### src/verilog/uart_bridge_defs.svh
// uart bridge defaults for baud divider, command buffer depth and opcode bytes
`ifndef UART_BRIDGE_DEFS_SVH
`define UART_BRIDGE_DEFS_SVH

// clocks per serial bit
`define UART_BAUD_DIV 16

// commands buffered between decoder and gateway
`define CMD_FIFO_DEPTH 4

// opcode byte values, ascii 'W' and 'R'
`define OPC_WRITE 8'h57
`define OPC_READ 8'h52

`endif

### src/verilog/uart_bridge_pkg.sv
// uart bridge types shared by decoder, command buffer, gateway and fabric ports
`default_nettype none

package uart_bridge_pkg;

  // one host command after frame decode
  typedef struct packed {
    logic        write;      // 1 write, 0 read
    logic [31:0] addr;
    logic [31:0] data;       // don't care for reads
  } bridge_cmd_t;

  // request toward the tile fabric
  typedef struct packed {
    logic        write;      // 1 for write, 0 for read
    logic [31:0] addr;
    logic [31:0] data;
    logic [1:0]  thread_id;
  } fab_req_t;

  // read response from the fabric, one cycle pulse
  typedef struct packed {
    logic [31:0] data;
    logic [1:0]  thread_id;
  } fab_rsp_t;

endpackage

`default_nettype wire

### src/verilog/uart_rx.sv
// uart receiver, samples mid-bit and strobes out one byte per good frame
`default_nettype none
`timescale 1ns/1ps

`include "uart_bridge_defs.svh"

module uart_rx (
  input  logic       clk,
  input  logic       rst_n,
  input  logic       rx_line,
  output logic       rx_valid,
  output logic [7:0] rx_byte
);

  localparam int DIV = `UART_BAUD_DIV;
  localparam int CW  = $clog2(DIV);

  typedef enum logic [1:0] {RX_IDLE, RX_START, RX_DATA, RX_STOP} rx_state_t;

  rx_state_t     state;
  logic [1:0]    sync_q;     // two flop synchronizer
  logic          line_s;
  logic [CW-1:0] cnt;
  logic [2:0]    bit_idx;
  logic [7:0]    shreg;

  assign line_s  = sync_q[1];
  assign rx_byte = shreg;

  always_ff @(posedge clk or negedge rst_n) begin
    if (!rst_n) begin
      sync_q <= 2'b11;       // idle line is high
    end else begin
      sync_q <= {sync_q[0], rx_line};
    end
  end

  always_ff @(posedge clk or negedge rst_n) begin
    if (!rst_n) begin
      state    <= RX_IDLE;
      cnt      <= '0;
      bit_idx  <= '0;
      rx_valid <= 1'b0;
    end else begin
      rx_valid <= 1'b0;
      case (state)
        RX_IDLE: begin
          cnt <= '0;
          if (!line_s) state <= RX_START;  // falling edge of start bit
        end
        RX_START: begin
          if (cnt == CW'(DIV / 2 - 1)) begin
            cnt     <= '0;
            bit_idx <= '0;
            state   <= line_s ? RX_IDLE : RX_DATA;  // high here means a glitch
          end else begin
            cnt <= cnt + 1'b1;
          end
        end
        RX_DATA: begin
          if (cnt == CW'(DIV - 1)) begin
            cnt     <= '0;
            bit_idx <= bit_idx + 1'b1;
            if (bit_idx == 3'd7) state <= RX_STOP;
          end else begin
            cnt <= cnt + 1'b1;
          end
        end
        RX_STOP: begin
          if (cnt == CW'(DIV - 1)) begin
            rx_valid <= line_s;    // low stop bit drops the byte
            state    <= RX_IDLE;
          end else begin
            cnt <= cnt + 1'b1;
          end
        end
        default: state <= RX_IDLE;
      endcase
    end
  end

  // lsb arrives first
  always_ff @(posedge clk) begin
    if (state == RX_DATA && cnt == CW'(DIV - 1)) shreg <= {line_s, shreg[7:1]};
  end

endmodule

`default_nettype wire

### src/verilog/uart_tx.sv
// uart transmitter, shifts one byte out framed by start and stop bits
`default_nettype none
`timescale 1ns/1ps

`include "uart_bridge_defs.svh"

module uart_tx (
  input  logic       clk,
  input  logic       rst_n,
  input  logic       tx_start,
  input  logic [7:0] tx_byte,
  output logic       tx_busy,
  output logic       tx_line
);

  localparam int DIV = `UART_BAUD_DIV;
  localparam int CW  = $clog2(DIV);

  logic [9:0]    shreg;      // {stop, data, start}
  logic [3:0]    bits_left;
  logic [CW-1:0] cnt;

  assign tx_line = shreg[0];
  assign tx_busy = (bits_left != 4'd0);

  always_ff @(posedge clk or negedge rst_n) begin
    if (!rst_n) begin
      shreg     <= '1;         // line idles high
      bits_left <= '0;
      cnt       <= '0;
    end else if (tx_start) begin
      shreg     <= {1'b1, tx_byte, 1'b0};
      bits_left <= 4'd10;
      cnt       <= '0;
    end else if (tx_busy) begin
      if (cnt == CW'(DIV - 1)) begin
        cnt       <= '0;
        shreg     <= {1'b1, shreg[9:1]};  // refill with idle level
        bits_left <= bits_left - 1'b1;
      end else begin
        cnt <= cnt + 1'b1;
      end
    end
  end

  // the gateway must wait for the stop bit before the next byte
  a_no_start_busy: assert property (
    @(posedge clk) disable iff (!rst_n) tx_start |-> !tx_busy
  ) else $error("uart_tx: new byte started while previous one is still shifting");

endmodule

`default_nettype wire

### src/verilog/cmd_decoder.sv
// command decoder, builds commands from received bytes and flags lost frames
`default_nettype none
`timescale 1ns/1ps

`include "uart_bridge_defs.svh"

module cmd_decoder
  import uart_bridge_pkg::*;
(
  input  logic        clk,
  input  logic        rst_n,
  input  logic        rx_valid,
  input  logic [7:0]  rx_byte,
  input  logic        full,
  output logic        push,
  output bridge_cmd_t cmd,
  output logic        lost
);

  typedef enum logic [1:0] {DEC_OPC, DEC_ADDR, DEC_DATA} dec_state_t;

  dec_state_t  state;
  logic [1:0]  byte_cnt;     // wraps after four bytes
  logic        done;         // frame complete, one cycle
  bridge_cmd_t cmd_q;

  assign cmd  = cmd_q;
  assign push = done & ~full;  // no room, frame is dropped

  always_ff @(posedge clk or negedge rst_n) begin
    if (!rst_n) begin
      state    <= DEC_OPC;
      byte_cnt <= '0;
      done     <= 1'b0;
      lost     <= 1'b0;
    end else begin
      done <= 1'b0;
      if (done && full) lost <= 1'b1;
      if (rx_valid) begin
        case (state)
          DEC_OPC: begin
            byte_cnt <= '0;
            if (rx_byte == `OPC_WRITE || rx_byte == `OPC_READ) begin
              state <= DEC_ADDR;
            end else begin
              lost <= 1'b1;      // unknown opcode, stay in opcode phase
            end
          end
          DEC_ADDR: begin
            byte_cnt <= byte_cnt + 1'b1;
            if (byte_cnt == 2'd3) begin
              if (cmd_q.write) begin
                state <= DEC_DATA;
              end else begin
                state <= DEC_OPC;
                done  <= 1'b1;
              end
            end
          end
          DEC_DATA: begin
            byte_cnt <= byte_cnt + 1'b1;
            if (byte_cnt == 2'd3) begin
              state <= DEC_OPC;
              done  <= 1'b1;
            end
          end
          default: state <= DEC_OPC;
        endcase
      end
    end
  end

  // msb first for both address and data
  always_ff @(posedge clk) begin
    if (rx_valid) begin
      case (state)
        DEC_OPC:  cmd_q.write <= (rx_byte == `OPC_WRITE);
        DEC_ADDR: cmd_q.addr  <= {cmd_q.addr[23:0], rx_byte};
        DEC_DATA: cmd_q.data  <= {cmd_q.data[23:0], rx_byte};
        default: ;
      endcase
    end
  end

endmodule

`default_nettype wire

### src/verilog/cmd_fifo.sv
// command FIFO, circular buffer between frame decoder and fabric gateway
`default_nettype none
`timescale 1ns/1ps

`include "uart_bridge_defs.svh"

module cmd_fifo
  import uart_bridge_pkg::*;
#(
  parameter int DEPTH = `CMD_FIFO_DEPTH
) (
  input  logic        clk,
  input  logic        rst_n,
  input  logic        push,
  input  bridge_cmd_t push_cmd,
  output logic        full,
  input  logic        pop,
  output bridge_cmd_t head,
  output logic        not_empty
);

  localparam int PW = (DEPTH > 1) ? $clog2(DEPTH) : 1;
  localparam int NW = $clog2(DEPTH + 1);

  bridge_cmd_t   mem [DEPTH];
  logic [PW-1:0] wr_ptr;
  logic [PW-1:0] rd_ptr;
  logic [NW-1:0] count;

  function automatic logic [PW-1:0] next_ptr(input logic [PW-1:0] ptr);
    return (ptr == PW'(DEPTH - 1)) ? '0 : ptr + 1'b1;
  endfunction

  assign head      = mem[rd_ptr];
  assign not_empty = (count != '0);
  assign full      = (count == NW'(DEPTH));

  always_ff @(posedge clk) begin
    if (push) mem[wr_ptr] <= push_cmd;
  end

  always_ff @(posedge clk or negedge rst_n) begin
    if (!rst_n) begin
      wr_ptr <= '0;
      rd_ptr <= '0;
      count  <= '0;
    end else begin
      if (push) wr_ptr <= next_ptr(wr_ptr);
      if (pop)  rd_ptr <= next_ptr(rd_ptr);
      case ({push, pop})
        2'b10:   count <= count + 1'b1;
        2'b01:   count <= count - 1'b1;
        default: ;               // both or neither, level unchanged
      endcase
    end
  end

  a_no_overflow: assert property (
    @(posedge clk) disable iff (!rst_n) push |-> !full
  ) else $error("cmd_fifo: push while full");

  a_no_underflow: assert property (
    @(posedge clk) disable iff (!rst_n) pop |-> not_empty
  ) else $error("cmd_fifo: pop while empty");

endmodule

`default_nettype wire

### src/verilog/fabric_gateway.sv
// fabric gateway, turns buffered commands into fabric requests and returns read data
`default_nettype none
`timescale 1ns/1ps

module fabric_gateway
  import uart_bridge_pkg::*;
(
  input  logic        clk,
  input  logic        rst_n,
  input  bridge_cmd_t head,
  input  logic        not_empty,
  output logic        pop,
  output logic        fab_req_valid,
  output fab_req_t    fab_req,
  input  logic        fab_stall,
  input  logic        fab_rsp_valid,
  input  fab_rsp_t    fab_rsp,
  output logic        tx_start,
  output logic [7:0]  tx_byte,
  input  logic        tx_busy
);

  typedef enum logic [1:0] {GW_IDLE, GW_REQ, GW_WAIT, GW_SEND} gw_state_t;

  gw_state_t   state;
  fab_req_t    req_q;
  logic [31:0] rd_data;      // shifts left as bytes go out
  logic [2:0]  sent;         // bytes handed to the transmitter
  logic        tx_slot;      // transmitter free and no start in flight

  assign pop           = (state == GW_IDLE) && not_empty;
  assign fab_req_valid = (state == GW_REQ);
  assign fab_req       = req_q;
  assign tx_slot       = (state == GW_SEND) && !tx_busy && !tx_start;

  always_ff @(posedge clk or negedge rst_n) begin
    if (!rst_n) begin
      state    <= GW_IDLE;
      sent     <= '0;
      tx_start <= 1'b0;
    end else begin
      tx_start <= 1'b0;
      case (state)
        GW_IDLE: begin
          if (not_empty) state <= GW_REQ;  // pop happens this cycle
        end
        GW_REQ: begin
          if (!fab_stall) state <= req_q.write ? GW_IDLE : GW_WAIT;
        end
        GW_WAIT: begin
          if (fab_rsp_valid) begin
            state <= GW_SEND;
            sent  <= '0;
          end
        end
        GW_SEND: begin
          if (tx_slot) begin
            if (sent == 3'd4) begin
              state <= GW_IDLE;    // last stop bit is out
            end else begin
              tx_start <= 1'b1;
              sent     <= sent + 1'b1;
            end
          end
        end
        default: state <= GW_IDLE;
      endcase
    end
  end

  always_ff @(posedge clk) begin
    if (pop) begin
      req_q <= '{write: head.write, addr: head.addr, data: head.data, thread_id: 2'b00};
    end
  end

  always_ff @(posedge clk) begin
    if (state == GW_WAIT && fab_rsp_valid) begin
      rd_data <= fab_rsp.data;
    end else if (tx_slot && sent != 3'd4) begin
      tx_byte <= rd_data[31:24];   // msb first
      rd_data <= {rd_data[23:0], 8'h00};
    end
  end

  // fabric may only sample a request that holds steady under stall
  a_req_hold: assert property (
    @(posedge clk) disable iff (!rst_n)
    fab_req_valid && fab_stall |=> fab_req_valid && $stable(fab_req)
  ) else $error("fabric_gateway: request changed while stalled");

  // single outstanding read, so a response only fits the wait state
  a_rsp_expected: assert property (
    @(posedge clk) disable iff (!rst_n)
    fab_rsp_valid |-> state == GW_WAIT && fab_rsp.thread_id == req_q.thread_id
  ) else $error("fabric_gateway: unexpected fabric response");

endmodule

`default_nettype wire

### src/verilog/uart_io.sv
// uart debug bridge top, serial pins to tile fabric request and response ports
`default_nettype none
`timescale 1ns/1ps

`include "uart_bridge_defs.svh"

module uart_io
  import uart_bridge_pkg::*;
(
  input  logic     clk,
  input  logic     rst_n,
  input  logic     rx_line,
  output logic     tx_line,
  output logic     fab_req_valid,
  output fab_req_t fab_req,
  input  logic     fab_stall,
  input  logic     fab_rsp_valid,
  input  fab_rsp_t fab_rsp,
  output logic     interrupt
);

  logic        rx_valid;
  logic [7:0]  rx_byte;
  logic        push;
  bridge_cmd_t dec_cmd;
  logic        full;
  bridge_cmd_t head;
  logic        not_empty;
  logic        pop;
  logic        tx_start;
  logic [7:0]  tx_byte;
  logic        tx_busy;

  uart_rx i_uart_rx (
    .clk      (clk),
    .rst_n    (rst_n),
    .rx_line  (rx_line),
    .rx_valid (rx_valid),
    .rx_byte  (rx_byte)
  );

  cmd_decoder i_cmd_decoder (
    .clk      (clk),
    .rst_n    (rst_n),
    .rx_valid (rx_valid),
    .rx_byte  (rx_byte),
    .full     (full),
    .push     (push),
    .cmd      (dec_cmd),
    .lost     (interrupt)    // sticky until reset
  );

  cmd_fifo #(
    .DEPTH (`CMD_FIFO_DEPTH)
  ) i_cmd_fifo (
    .clk       (clk),
    .rst_n     (rst_n),
    .push      (push),
    .push_cmd  (dec_cmd),
    .full      (full),
    .pop       (pop),
    .head      (head),
    .not_empty (not_empty)
  );

  fabric_gateway i_fabric_gateway (
    .clk           (clk),
    .rst_n         (rst_n),
    .head          (head),
    .not_empty     (not_empty),
    .pop           (pop),
    .fab_req_valid (fab_req_valid),
    .fab_req       (fab_req),
    .fab_stall     (fab_stall),
    .fab_rsp_valid (fab_rsp_valid),
    .fab_rsp       (fab_rsp),
    .tx_start      (tx_start),
    .tx_byte       (tx_byte),
    .tx_busy       (tx_busy)
  );

  uart_tx i_uart_tx (
    .clk      (clk),
    .rst_n    (rst_n),
    .tx_start (tx_start),
    .tx_byte  (tx_byte),
    .tx_busy  (tx_busy),
    .tx_line  (tx_line)
  );

endmodule

`default_nettype wire

### config.mk
export PLATFORM = sky130hd
export DESIGN_NAME = uart_io
export DESIGN_NICKNAME = d
export VERILOG_FILES = /design/src/verilog/uart_bridge_pkg.sv /design/src/verilog/uart_rx.sv /design/src/verilog/uart_tx.sv /design/src/verilog/cmd_decoder.sv /design/src/verilog/cmd_fifo.sv /design/src/verilog/fabric_gateway.sv /design/src/verilog/uart_io.sv
export VERILOG_INCLUDE_DIRS = /design/src /design/src/verilog
export SDC_FILE = /design/constraint.sdc
export NUM_CORES = 1
export LEC_CHECK = 0
export BUFFER_PORTS_ARGS = -buffer_cell sky130_fd_sc_hd__buf_2
export CAP_MARGIN = 20
export CORE_ASPECT_RATIO = 0.9
export CORE_UTILIZATION = 60
export DETAILED_ROUTE_END_ITERATION = 16
export GPL_TIMING_DRIVEN = 1
export PLACE_DENSITY_LB_ADDON = 0.05
export SLEW_MARGIN = 20
export SYNTH_ARGS = -nofsm -noshare
export SYNTH_HDL_FRONTEND = slang
export SYNTH_HIERARCHICAL = 1
export SYNTH_SLANG_ARGS = --single-unit
### constraint.sdc
create_clock -name clk -period 9.3 [get_ports clk]
set_input_delay 0 -clock clk [delete_from_list [all_inputs] [get_ports clk]]
set_output_delay 0 -clock clk [all_outputs]
set_load 0.01 [all_outputs]
Yosys cells after proc, flatten, opt, wreduce, memory -nomap -nowiden. Memory sizes are Yosys's and may differ from the RTL's. A register that Yosys moved wholly into a read port is not among the register bits. Cells that the tools add are included.

Add/subtract/negate cells: 10. Equality and inequality tests: 37. Muxes and demuxes: 61. Bitwise logic cells: 3. Reductions and logical operators: 34.

Operator list (number): 32-bit two-way mux (2); 2-bit two-way mux (18); 4-bit two-way mux (9); 10-bit two-way mux (3); 2-bit equality test, second input constant (9); 2-bit by 1-bit != test with 1-bit output, second input constant (9); 3-bit one-hot mux with 2 select lines (3); 8-bit by 7-bit equality test with 1-bit output, second input constant (2); 2-bit one-hot mux with 4 select lines (2); 4-bit one-hot mux with 4 select lines (1); 1-bit two-way mux (15); 3-bit two-way mux (5); 2-bit nonzero test (7); 2-bit != test, second input constant (6); 2-bit AND reduction (6); 5-bit AND reduction (2); 3-bit by 1-bit adder with 3-bit output, second input constant (3); 3-bit equality test, second input constant (3); 4-bit by 1-bit adder with 4-bit output, second input constant (2); 2-bit by 1-bit equality test with 1-bit output, second input constant (4); 4-bit equality test, second input constant (2); 4-bit AND reduction (2); 1-bit logical AND (7); 2-bit by 1-bit adder with 2-bit output, second input constant (3); other kinds (16) (20).

Register bits after elaboration: 162. Bits in writable memories: 260. Input port bits: 39. Output and inout port bits: 70. Logic and storage cells: 170. Memories kept: 1.

Memories: i_cmd_fifo.mem (words 4, width 65, read ports 1, clocked after memory_dff 1, wr ports 1, line cmd_fifo.sv:25) `bridge_cmd_t mem [DEPTH];`.

Depth between registers and ports, before layout.
Word-level depth: 7. Gate-level depth with buffers: 8. Gate-level depth less buffers: 8.

Cells and area by module. The synthesis kept the hierarchy.

By module, submodules not included: cmd_fifo (instances 1, cells an instance 375, area each 9825.7 µm², sequential area each 7982.7 µm²); fabric_gateway (instances 1, cells an instance 177, area each 3945.0 µm², sequential area each 3303.2 µm²); cmd_decoder (instances 1, cells an instance 106, area each 2347.3 µm², sequential area each 2102.0 µm²); uart_rx (instances 1, cells an instance 79, area each 938.4 µm², sequential area each 543.0 µm²); uart_tx (instances 1, cells an instance 99, area each 897.1 µm², sequential area each 436.7 µm²).

Least setup slack after synthesis. No wires, ideal clock.

Path kind: reg-to-reg. Start point: register i_cmd_fifo.count[0]. End point: register i_cmd_fifo.count[1]. Setup time: 0.125 ns. Data arrival time: 6.924 ns. Data required time: 9.175 ns. Setup slack: 2.251 ns. Cell stages (with the launch flop): 6. Path buffers: 0. Clock period less this slack: 7.049 ns. Cells stage by stage: dfrtp_1 or3_1 nor3b_1 ha_1 fa_1 mux2_2.

Elaborated cells between the ends (all ways): 11. Those cells by class: add/sub (2); eq/ne (3); mux (1); bitwise (2); reduce/logical (3).

RTL lines: start: declaration (line cmd_fifo.sv:28) `logic [NW-1:0] count;`; start signal: assignment (line cmd_fifo.sv:51) `2'b10: count <= count + 1'b1;`; start signal: assignment (line cmd_fifo.sv:52) `2'b01: count <= count - 1'b1;`; 3-bit nonzero test * (line cmd_fifo.sv:35) `assign not_empty = (count != '0);`; net not_empty (line uart_io.sv:28) `logic not_empty;`; 1-bit logical AND * (line fabric_gateway.sv:31) `assign pop = (state == GW_IDLE) && not_empty;`; net pop (line uart_io.sv:29) `logic pop;`; 2-bit by 1-bit equality test with 1-bit output / 2-bit equality test (equally long branches) (line cmd_fifo.sv:50) `case ({push, pop})`; 3-bit one-hot mux with 2 select lines / 2-bit nonzero test (equally long branches).

The timed path passes the listed nets; every way through them passes the cells marked *. A chain may end at the register's enable or synchronous reset.

Worst setup path in the final report.
Start point: register i_uart_tx.bits_left[1]. End point: register i_fabric_gateway.rd_data[0], enable pin.

Word-level cells in the longest chain between the ends: 6.

Ends and longest elaborated chain: start: declaration (line uart_tx.sv:20) `logic [3:0] bits_left;`; start signal: assignment (line uart_tx.sv:39) `bits_left <= bits_left - 1'b1;`; 4-bit nonzero test (line uart_tx.sv:24) `assign tx_busy = (bits_left != 4'd0);`; net tx_busy (line uart_io.sv:32) `logic tx_busy;`; 1-bit logical NOT (line fabric_gateway.sv:34) `assign tx_slot = (state == GW_SEND) && !tx_busy && !tx_start;`; 1-bit logical AND (2 in a row) (line fabric_gateway.sv:34); 1-bit logical AND (line fabric_gateway.sv:80) `end else if (tx_slot && sent != 3'd4) begin`; 2-bit nonzero test (no line); end signal: assignment (line fabric_gateway.sv:79) `rd_data <= fab_rsp.data;`; end signal: assignment (line fabric_gateway.sv:82) `rd_data <= {rd_data[23:0], 8'h00};`; end: declaration (line fabric_gateway.sv:27) `logic [31:0] rd_data;`.

The timed path passes the listed nets, and every way through them passes these cells.

==> summary.txt <==
Worst setup path
  • Startpoint Class: flop
  • Arrival time worst endpoint: 3580 ps
  • Req. time, crit path: around 9500 ps
  • Crit end category: flop
  • Crit Path Max Fanout: 32
  • Worst reg-to-reg setup slack: a little under 6000 ps
  • Kind of critical path: reg2reg

Final layout
  • Final core utilization: between 70% and 80%
  • Area of the multi-input gates: 0.00326 mm2
  • Layout cells sized above 1: between 20 and 30%
  • Fill cells: between 1.5k and 2k
  • Area growth syn-to-layout: 14.3%
  • Storage cell area: 0.0144 mm2
  • Layout Cells excl Fill: 1431
  • Diode count: 0
  • Final nets: ~1.1k

Pwr
  • Total power: ~4.5 mW
  • Power Dens Cells: ~220 mW/mm2
  • Worst vdd ir: ~0.13 mV
  • LEAKAGE: between 6 and 7 nW

Logic synthesis
  • Synthesis warning total: 6
  • Syn Area/Cell: around 21 um2
  • Main synth FF type: edfxtp_1
  • Top-count cell post-synth: edfxtp_1
  • Post-synth top area cell: edfxtp_1
  • Number of flops mapped to enable cells by yosys: 438
  • Ys async rst share: about a tenth
  • Area contributors post-synth: edfxtp_1 73%, mux4_2 8.2%, dfrtp_1 5.2%
  • Synth cell types: 64
  • Post-synth design cell area: 0.0180 mm2
  • Yosys top cell area share: about 73%
  • Commonest cells post-synth: 438 x edfxtp_1, 65 x mux4_2, 37 x dfrtp_1
  • Sequential area share after synthesis: between 80% and 90%
  • Synth Register Bits: a little under 500
  • Post-Synthesis Cells: roughly 840

Timing
  • Period utilization: 36.8%
  • Total negative slack: 0 ps
  • F_max: approximately 290 MHz
  • Setup WS post-layout: 5870 ps
  • Worst Clk Skew: between 15 and 20 ps
  • Relative slew slack: 26.4%
  • Fin. max-slew vios: 0
  • Final Setup Violations: 0
  • Min Tclk post-route: approximately 3400 ps
  • Slew @ Worst Pin: approximately 1100 ps
  • Hold Violations, Final: 0
  • Unrepaired setup endpoints after global routing: false

Placed design
  • Dpl cells: ~1.3k
  • Pre-CTS setup slack: about 5900 ps
  • Port bufs: ~100
  • Placer Congestion: around 0.77
  • DP HPWL: 15.6 mm

Clocking
  • CTS tree: built
  • Clock sink count: roughly 500
  • H-tree level count: 2
  • CTS buffer count: 46
  • Skew-Pair Late Insertion Delay: between 500 and 600 ps
  • CTS clk-pin slew, worst paths: 60 ps
  • CTS root buffer: clkbuf_16
  • Setup Fix Bufs, Post-CTS: 0
  • Maximum clock path buffer count: 3

Die
  • Core area: 0.0292 mm2
  • Initial core utilization: about 62%
  • Die Area: 0.0306 mm2
  • IO Count: between 100 and 150
  • Num rows: between 50 and 60
  • Die H: 166 um
  • Die width: approximately 180 um

Routing
  • Post-route ant nets: 0
  • DR vias: 8104
  • DRT Pass-1 Iters: 4
  • Post-DR vias/cell: approximately 5.7
  • Initial DRC count: around 560
  • Drt wl/cell: approximately 20 um
  • DRC Markers: 0
  • WL final: approximately 30 mm

Job
  • Max cap viols: 0

Global routing
  • Number of global-route vias before repair: about 8.7k
  • First-pass GRT wire length: 47.0 mm
  • Largest net degree at the start of global routing: 69
  • Grt ovf: 0
  • Total GRT Usage: around a fifth
  • Antenna violations before repair: 0

Run status
  • Status: completed

Hold path
  • HP Class: in2reg
final timing paths:
path,cells past startpoint,from,endpoint
worst min-delay path,4,fab_rsp_valid,i_fabric_gateway/state[0]
max in group asynchronous,3,rst_n,i_cmd_fifo/rd_ptr[0]
min in group asynchronous,3,rst_n,i_cmd_fifo/count[2]
worst min register to register,0,i_uart_rx/sync_q[0],i_uart_rx/sync_q[1]
worst max-delay path,7,i_uart_tx/bits_left[1],i_fabric_gateway/rd_data[0]
worst max register to register,7,i_uart_tx/bits_left[1],i_fabric_gateway/rd_data[0]
kinds of logic (layout without fill, tap and decap cells):
kind of cell / count (synthesis) / in the layout / share of synthesized area [%]
other: 1 / 2 / 0.0209
adder cells (fa/ha/maj): 19 / 19 / 1.37
multiplexers: 94 / 94 / 10.4
XOR/XNOR: 4 / 4 / 0.195
AO/OA/AOI/OAI: 62 / 62 / 2.09
flip-flops: 486 / 486 / 80.0
buffers and inverters: 49 / 247 / 1.90
AND/OR/NAND/NOR: 121 / 121 / 4.04
routing by layer:
metal	vias to the layer above	wire, um	track usage (%)
li1	3672	-	-
met1	4160	12800	28.3
met2	229	14800	33.6
met3	43	1260	2.98
met4	0	509	5.18
met5	-	0	0
area by class of cell:
| class | count | share of cell area, % |
|---|---|---|
| Tap cell | 396 | 2.42 |
| Inverter | 17 | 0.311 |
| Sequential cell | 486 | 70.1 |
| Multi-Input combinational cell | 302 | 15.9 |
| Clock inverter | 17 | 0.494 |
| Clock buffer | 66 | 6.08 |
| Timing Repair Buffer | 147 | 4.73 |
cells in the final DEF, fill, tap and decap left out, types with 6 or more instances in the layout:
| cell | instances |
|---|---|
| a21oi_1 | 18 |
| and2_1 | 13 |
| buf_2 | 104 |
| buf_4 | 6 |
| clkbuf_1 | 19 |
| clkbuf_16 | 47 |
| clkinv_1 | 12 |
| dfrtp_1 | 35 |
| dfstp_2 | 11 |
| dlygate4sd3_1 | 35 |
| edfxtp_1 | 438 |
| ha_1 | 18 |
| inv_1 | 16 |
| mux2_2 | 9 |
| mux2_4 | 19 |
| mux4_2 | 65 |
| nand2_1 | 22 |
| nand3_1 | 27 |
| nor2_1 | 8 |
| nor2b_1 | 9 |
| o21ai_0 | 18 |
through the flow:
stage | area, um2 | hold WS, ps
finish | 20500 | 37.8
global route | 20500 | 50.5
CTS | 20500 | 13.0
floorplan | 18000 | -296
global placement | 18800 | 107
detailed placement | 18800 | 113
state kept, by name (all words and copies together), names as in the netlist, 3 cells and up, named ones only:
name	count
i_cmd_decoder/cmd	65
i_cmd_fifo/count	3
i_cmd_fifo/mem	260
i_fabric_gateway/fab_req	65
i_fabric_gateway/rd_data	32
i_fabric_gateway/sent	3
i_fabric_gateway/tx_byte	8
i_uart_rx/bit_idx	3
i_uart_rx/cnt	4
i_uart_rx/rx_byte	8
i_uart_tx/bits_left	4
i_uart_tx/cnt	4
i_uart_tx/shreg	9
report_power, final:
part / total [mW] / internal (mW) / leakage [nW] / switching, mW
Sequential: 2.54 / 2.46 / 4.52 / 0.0809
Combinational: 0.305 / 0.144 / 1.76 / 0.161
Clock: 1.69 / 0.957 / 0.647 / 0.730
worst max-delay path, cell delays in order (launching register included):
cell	delay, ps
dfrtp_1	400
inv_1	70
ha_1	190
nor3b_4	560
inv_2	270
and4bb_4	420
and2_1	430
or2_2	680
timing repair:
item,in CTS,in global routing
gates resized for setup,0,0
hold buffers,35,0
setup endpoints to repair,0,0
endpoints found under the hold margin,83,0
Power figures use the tool's default switching activity.
